--- config.mk ---
export PLATFORM = sky130hd
export DESIGN_NAME = wb_ctrl_regs
export DESIGN_NICKNAME = d
export VERILOG_FILES = /design/src/verilog/gpmc_pkg.sv /design/src/verilog/wb_ctrl_regs.sv
export SDC_FILE = /design/constraint.sdc
export NUM_CORES = 1
export LEC_CHECK = 0
export ABC_AREA = 1
export BUFFER_PORTS_ARGS = -buffer_cell sky130_fd_sc_hd__clkbuf_2
export CAP_MARGIN = 10
export CORE_MARGIN = 4
export CORE_UTILIZATION = 60
export CTS_BUF_LIST = sky130_fd_sc_hd__clkbuf_8
export CTS_CLUSTER_SIZE = 20
export DETAILED_ROUTE_END_ITERATION = 6
export PLACE_DENSITY = 0.83
export SYNTH_ARGS = -nofsm -noshare
export SYNTH_HDL_FRONTEND = slang
export SYNTH_SLANG_ARGS = --single-unit
export TNS_END_PERCENT = 5
--- constraint.sdc ---
create_clock -name wb_clk -period 4.4 [get_ports wb_clk]
set_input_delay 0.44 -clock wb_clk [delete_from_list [all_inputs] [get_ports wb_clk]]
set_output_delay 0.44 -clock wb_clk [all_outputs]
set_load 0.02 [all_outputs]
--- src/verilog/gpmc_pkg.sv ---
package gpmc_pkg;

   // GPMC bus geometry
   localparam int EM_ADR_W = 10;       // Word address pins A10..A1
   localparam int EM_DAT_W = 16;
   localparam int EM_SEL_W = 2;        // Byte lanes

   // Wishbone byte address, word address with a zero appended
   localparam int WB_ADR_W = EM_ADR_W + 1;

   // Register file map, index taken from address bits 3..1
   localparam int REG_IDX_W = 3;

   localparam logic [REG_IDX_W-1:0] REG_ID     = REG_IDX_W'(0);
   localparam logic [REG_IDX_W-1:0] REG_CTRL   = REG_IDX_W'(1);
   localparam logic [REG_IDX_W-1:0] REG_STATUS = REG_IDX_W'(2);
   // Indices 3 to 7 are scratch

   localparam logic [EM_DAT_W-1:0] GPMC_ID = 16'h6b21;  // Read-only board ID

   // Wishbone master cycle state
   typedef enum logic [1:0]
   {
      WB_IDLE  = 2'd0,
      WB_READ  = 2'd1,
      WB_WRITE = 2'd2
   } wb_state_e;

endpackage

--- src/verilog/wb_ctrl_regs.sv ---
`timescale 1ns/1ps

module wb_ctrl_regs
(
   input  logic                          wb_clk,
   input  logic                          arst_n_i,
   input  logic [gpmc_pkg::WB_ADR_W-1:0] wb_adr_i,
   input  logic [gpmc_pkg::EM_DAT_W-1:0] wb_dat_i,
   input  logic [gpmc_pkg::EM_SEL_W-1:0] wb_sel_i,
   input  logic                          wb_we_i,
   input  logic                          wb_stb_i,
   input  logic                          wb_cyc_i,
   output logic [gpmc_pkg::EM_DAT_W-1:0] wb_dat_o,
   output logic                          wb_ack_o,
   input  logic [gpmc_pkg::EM_DAT_W-1:0] status_i,
   output logic [gpmc_pkg::EM_DAT_W-1:0] ctrl_reg_o
);
   import gpmc_pkg::*;

   logic [REG_IDX_W-1:0] reg_idx;
   logic                 access;
   logic                 wr_en;
   logic [EM_DAT_W-1:0]  ctrl_q;
   logic [EM_DAT_W-1:0]  scratch_q [3:7];
   logic [EM_DAT_W-1:0]  rd_mux;

   // Byte-lane merge of new data into an old word
   function automatic logic [EM_DAT_W-1:0] lane_merge(input logic [EM_DAT_W-1:0] old_v,
                                                      input logic [EM_DAT_W-1:0] new_v,
                                                      input logic [EM_SEL_W-1:0] sel);
      logic [EM_DAT_W-1:0] res;
      res = old_v;
      for (int i = 0; i < EM_SEL_W; i++)
         if (sel[i])
            res[i*8 +: 8] = new_v[i*8 +: 8];
      return res;
   endfunction

   assign reg_idx = wb_adr_i[REG_IDX_W:1];
   assign access  = wb_stb_i & wb_cyc_i & ~wb_ack_o;  // No back-to-back acks
   assign wr_en   = access & wb_we_i;

   always_comb
   begin
      case (reg_idx)
         REG_ID:     rd_mux = GPMC_ID;
         REG_CTRL:   rd_mux = ctrl_q;
         REG_STATUS: rd_mux = status_i;
         default:    rd_mux = scratch_q[reg_idx];
      endcase
   end

   always_ff @(posedge wb_clk or negedge arst_n_i)
   begin
      if (!arst_n_i)
      begin
         wb_ack_o <= 1'b0;
         ctrl_q   <= '0;
         for (int i = 3; i <= 7; i++)
            scratch_q[i] <= '0;
      end
      else
      begin
         wb_ack_o <= access;
         if (wr_en && (reg_idx == REG_CTRL))
            ctrl_q <= lane_merge(ctrl_q, wb_dat_i, wb_sel_i);
         else if (wr_en && (reg_idx > REG_STATUS))
            scratch_q[reg_idx] <= lane_merge(scratch_q[reg_idx], wb_dat_i, wb_sel_i);
      end
   end

   // Status sampled together with the ack
   always_ff @(posedge wb_clk)
      if (access)
         wb_dat_o <= rd_mux;

   assign ctrl_reg_o = ctrl_q;

endmodule

=== After elaboration in Yosys (flattened, before gate mapping) ===
Index checks and enable logic that the tools add are counted.

* Order comparisons: 3
* Equality and inequality tests: 2
* Multiplexer cells: 13
* Bitwise operators: 6
* Reduce and logical (&&, ||, !) cells: 7

{| class="wikitable"
|+ Operators by type and width
! cell !! number
|-
| $bwmux 80 || 1
|-
| $bmux 16 s3 || 1
|-
| $demux 16 s3 || 1
|-
| $mux 16 || 3
|-
| $mux 8 || 6
|-
| $pmux 16 s3 || 1
|-
| $reduce_and 2->1 || 3
|-
| $ge 4x4->1 const B || 1
|-
| $lt 4x1->1 const B || 1
|-
| $not 3->4 || 1
|-
| $and 1x1->1 || 3
|-
| $eq 3x1->1 const B || 1
|-
| $eq 3x2->1 const B || 1
|-
| $gt 3x2->1 const B || 1
|-
| $logic_and 1x1->1 || 3
|-
| $logic_not 3->1 || 1
|-
| $not 1->1 || 2
|}

* Register bits: 113
* Input bits: 50
* Output and inout bits: 33
* Logic and storage cells: 40

=== Depth between registers and ports, before layout ===
* Depth after elaboration: 8
* Depth in mapped cells: 10
* Depth with buffers taken out: 9

=== Least setup slack after synthesis ===
Ideal clock, no wire load.

* Kind: reg2reg
* Start: register wb_ack_o
* End: register ctrl_q[13] (netlist: ctrl_reg_o[13])
* Library setup time: 0.126 ns
* Arrival: 1.581 ns
* Data required time: 4.274 ns
* Slack: 2.693 ns
* Stages on the path, launching flop included: 10
* Path buffers: 1
* Clock period less this slack: 1.707 ns
* Cells stage by stage: dfrtp_1 -> inv_1 -> nand3_1 -> inv_2 -> nand2_4 -> inv_2 -> nand3_2 -> buf_2 -> nand2_1 -> o21ai_0

* Word-level cells in the longest chain between the ends: 5

{| class="wikitable"
|+ RTL lines
! element !! line !! text
|-
| start, declared || wb_ctrl_regs.sv:14 || <nowiki>output logic wb_ack_o,</nowiki>
|-
| start signal, assigned || wb_ctrl_regs.sv:64 || <nowiki>wb_ack_o <= access;</nowiki>
|-
| $not 1->1 || wb_ctrl_regs.sv:40 || <nowiki>assign access = wb_stb_i & wb_cyc_i & ~wb_ack_o;</nowiki>
|-
| $and 1x1->1 || wb_ctrl_regs.sv:40 ||
|-
| net access || wb_ctrl_regs.sv:21 || <nowiki>logic access;</nowiki>
|-
| $and 1x1->1 || wb_ctrl_regs.sv:41 || <nowiki>assign wr_en = access & wb_we_i;</nowiki>
|-
| $logic_and 1x1->1 || wb_ctrl_regs.sv:65 || <nowiki>if (wr_en && (reg_idx == REG_CTRL))</nowiki>
|-
| $reduce_and 2->1 (no source line) || - ||
|-
| end signal, assigned || wb_ctrl_regs.sv:66 || <nowiki>ctrl_q <= lane_merge(ctrl_q, wb_dat_i, wb_sel_i);</nowiki>
|-
| end, declared || wb_ctrl_regs.sv:23 || <nowiki>logic [EM_DAT_W-1:0] ctrl_q;</nowiki>
|}

The timed path passes the listed nets, and every way through them passes these cells.
A chain may end at the register's enable or synchronous reset.

=== Worst setup path in the final report ===
* Start: input port wb_adr_i[3] (netlist bit)
* End: register scratch_q[37] (netlist bit)

* Word-level cells in the longest chain between the ends: 8
* Elaborated cells between the ends (all ways): 19
* Classes of those cells: order compare: 3; eq/ne: 1; mux: 9; bitwise: 2; reduce/logical: 4

{| class="wikitable"
|+ RTL lines
! element !! line !! text
|-
| start, declared || wb_ctrl_regs.sv:7 || <nowiki>input logic [gpmc_pkg::WB_ADR_W-1:0] wb_adr_i,</nowiki>
|-
| $not 3->4 (implied by the code) || wb_ctrl_regs.sv:68 || <nowiki>scratch_q[reg_idx] <= lane_merge(scratch_q[reg_idx], wb_dat_i, wb_sel_i);</nowiki>
|-
| $bmux 16 s3 || wb_ctrl_regs.sv:68 ||
|-
| $mux 16 (implied by the code) (2 in series) || wb_ctrl_regs.sv:68 ||
|-
| $mux 8 || wb_ctrl_regs.sv:34 || <nowiki>if (sel[i])</nowiki>
|-
| $mux 8 || wb_ctrl_regs.sv:67 || <nowiki>else if (wr_en && (reg_idx > REG_STATUS))</nowiki>
|-
| $mux 8 || wb_ctrl_regs.sv:65 ||
|-
| $bwmux 80 || wb_ctrl_regs.sv:68 ||
|-
| end signal, assigned by index || wb_ctrl_regs.sv:68 ||
|-
| end, declared || wb_ctrl_regs.sv:24 || <nowiki>logic [EM_DAT_W-1:0] scratch_q [3:7];</nowiki>
|}

Several ways; a longest one is shown, not always the timed one. The select of a mux whose other input is x is not followed.

==> flow_summary.toml <==
[timing]
worst_pin_slew_ns = 0.8692
min_period_ns = 2.585
relSlewSlack_pct = 41.97
min_period_over_period_pct = 58.76
drv_slew = 0
rsz0062_at_grt = "false"
final.setup.tns_ns = 0
finalHoldViolations = 0
clock_skew_ns = 0.01037
fmax_ghz = 0.3868
setup_violations = 0

[critical_path]
crit_chain = "clkbuf_2 > inv_2 > nor2_4 > nand2_2 > nor2_4 > inv_2 > nand2_1 > nand2_1"
reg2reg_slack_ns = 2.26
critPathTopFamily = "simple AND/OR/NAND/NOR gates"
worst_setup_path_end_kind = "flop"
start_kind = "input pin"
crit_buf_inv = 3
crit_arrival_ns = 2.92
critical_path_class = "in2reg"
reg2reg_depth = 8
cp_slowest_cell = "clkbuf_2"
r2r-end = "scratch_q[37]$_DFFE_PN0P_"
worst-endpoint-required_ns = 4.73
max_stage_delay_ns = 0.65
timing.rr.start = "wb_ack_o$_DFF_PN0_"
worstPathMaxFanout = 30

[die]
die_h_um = 106.5
fp.dieW_um = 106.5
die_area_mm2 = 0.01134
std_cell_rows = 35
initial_core_util_pct = 62.40
coreArea_mm2 = 0.009328
top_level_ports = 83

[finish]
multi_input_area_mm2 = 0.002455
ff_latch_area_mm2 = 0.002908
antenna_cells = 0
final_common_cell = "nand2_1"
nets = 834
drive_above_1_share_pct = 23.09
n_fill_cell = 696
most-common-layout-cells = "nand2_1, nand3_1, dfrtp_1"
syn2layout_area_growth_pct = 13.41
design_area_mm2 = 0.006601

[clock_network]
tritoncts = "yes"
numCtsBuffers = 17
htreeDepth = 4
post-cts-setup-buffers = 0
hold_buffers = 0
cts_buffer_depth = 2
cts-root-buf = "clkbuf_8"
cts_resized = 0
clkSinkCount = 113
clk_pin_slew_ns = 0.07
clkLatencyLatePin_ns = 0.44

[yosys]
yosys_warnings = 0
syn_nets = 771
netlist_instances = 721
avgSynthCellArea_um2 = 8.073
synth-seq-cells = 113
ys_types = 24
seq_area_frac_synth_pct = 49.96
netlist_area_mm2 = 0.005821

[run]
drv_cap = 0

[routing]
first_pass_iters = 5
routed_wl_um = 15790
routedWlPerCell_um = 17.05
vias = 5377
vias_per_cell = 5.807
antenna_left = 0
drc = 0
drtIter0Drc = 600

[hold_path]
hold_class = "in2async"

[global_route]
grt_pass1_wl_um = 25500
grt_antenna_before_repair = 0
grt_max_degree = 64
first_global_vias = 5091
overflow = 0
track_usage_pct = 28.92

[status]
status = "completed"

[place]
gp_congestion = 0.8795
placed_area_mm2 = 0.006138
dp_hpwl_um = 9631
port_buffers = 74

[power]
p_leak_nw = 3.658
powerDensity_mw_per_mm2 = 434.9
total_power_w = 0.002871
ir_worst_vdd_mv = 0.1793
[kinds of logic after synthesis]
kind of cell	after synthesis	share of synthesized area [%]
AOI/OAI and AO/OA	23	2.494
buffers and inverters	93	7.867
and+or+nand+nor	492	39.68
DFF	113	49.96
[power by group]
group	switching (W)	internal [W]	total, W	leakage, nW
Combinational	0.000293	0.000141	0.000434	1.98
Clock	0.000429	0.000712	0.00114	0.237
Sequential	0.0000869	0.00121	0.00130	1.44
[Yosys cell counts (all sizes together)]
| cell type | n | area [um^2] |
|---|---|---|
| buf | 27 | 209.0 |
| clkbuf | 4 | 15.01 |
| clkinv | 1 | 5.000 |
| dfrtp | 97 | 2427 |
| edfxtp | 16 | 480.5 |
| inv | 61 | 229.0 |
| nand2 | 326 | 1346 |
| nand3 | 117 | 615.6 |
| nand4 | 26 | 162.7 |
| nor2 | 23 | 185.2 |
| o21ai | 23 | 145.1 |
[area by class of cell]
class,instances,share of cell area [%]
clock buffer,20,4.170
sequential,113,44.05
tap,129,2.445
multi-input combinational,515,37.19
inverter,62,3.544
timing repair buffer,75,5.762
clock inverter,12,2.843
[state kept, by name, indices dropped and copies added (netlist names)]
signal and flops:
scratch_q 80, ctrl_reg_o 16, wb_dat_o 16, wb_ack_o 1
[metal layers]
| layer | share of wire, % | vias up | global-route usage, % |
|---|---|---|---|
| met5 | 0 | - | 0 |
| met4 | 2.2 | 0 | 10.59 |
| met3 | 12 | 56 | 9.715 |
| met2 | 45 | 364 | 43.08 |
| met1 | 40 | 2523 | 39.54 |
| li1 | - | 2434 | - |
[through the flow]
stage               instances  utilization, %  setup slack, ns  hold WS [ns]
detailed placement        894           65.81            1.489        0.4652
CTS                       926           70.77            1.940        0.1126
finish                    926           70.77            1.815       0.08111
global placement          894           65.81            1.505        0.4613
floorplan                 721               -            2.693        0.1444
global route              926           70.77            1.747        0.1532
[worst register-to-register path: cells and delay by family, from the launching register on]
kind	cells	cell delay, ns
flip-flops	1	0.38
buffers and inverters	3	0.68
AND/OR/NAND/NOR	5	0.98
[worst max path at each step]
stage / slack (ns) / endpoint / cells after the start / start
4_1_cts: 1.94 / scratch_q[37]$_DFFE_PN0P_ / 8 / wb_adr_i[3]
5_1_grt: 1.75 / scratch_q[37]$_DFFE_PN0P_ / 8 / wb_adr_i[3]
2_1_floorplan: 2.69 / ctrl_reg_o[13]$_DFFE_PN0P_ / 9 / wb_ack_o$_DFF_PN0_
3_5_place_dp: 1.49 / scratch_q[37]$_DFFE_PN0P_ / 8 / wb_adr_i[3]
6_report: 1.81 / scratch_q[37]$_DFFE_PN0P_ / 8 / wb_adr_i[3]
3_3_place_gp: 1.51 / scratch_q[32]$_DFFE_PN0P_ / 8 / wb_adr_i[3]
No activity file was read; power rests on OpenSTA's default activity.
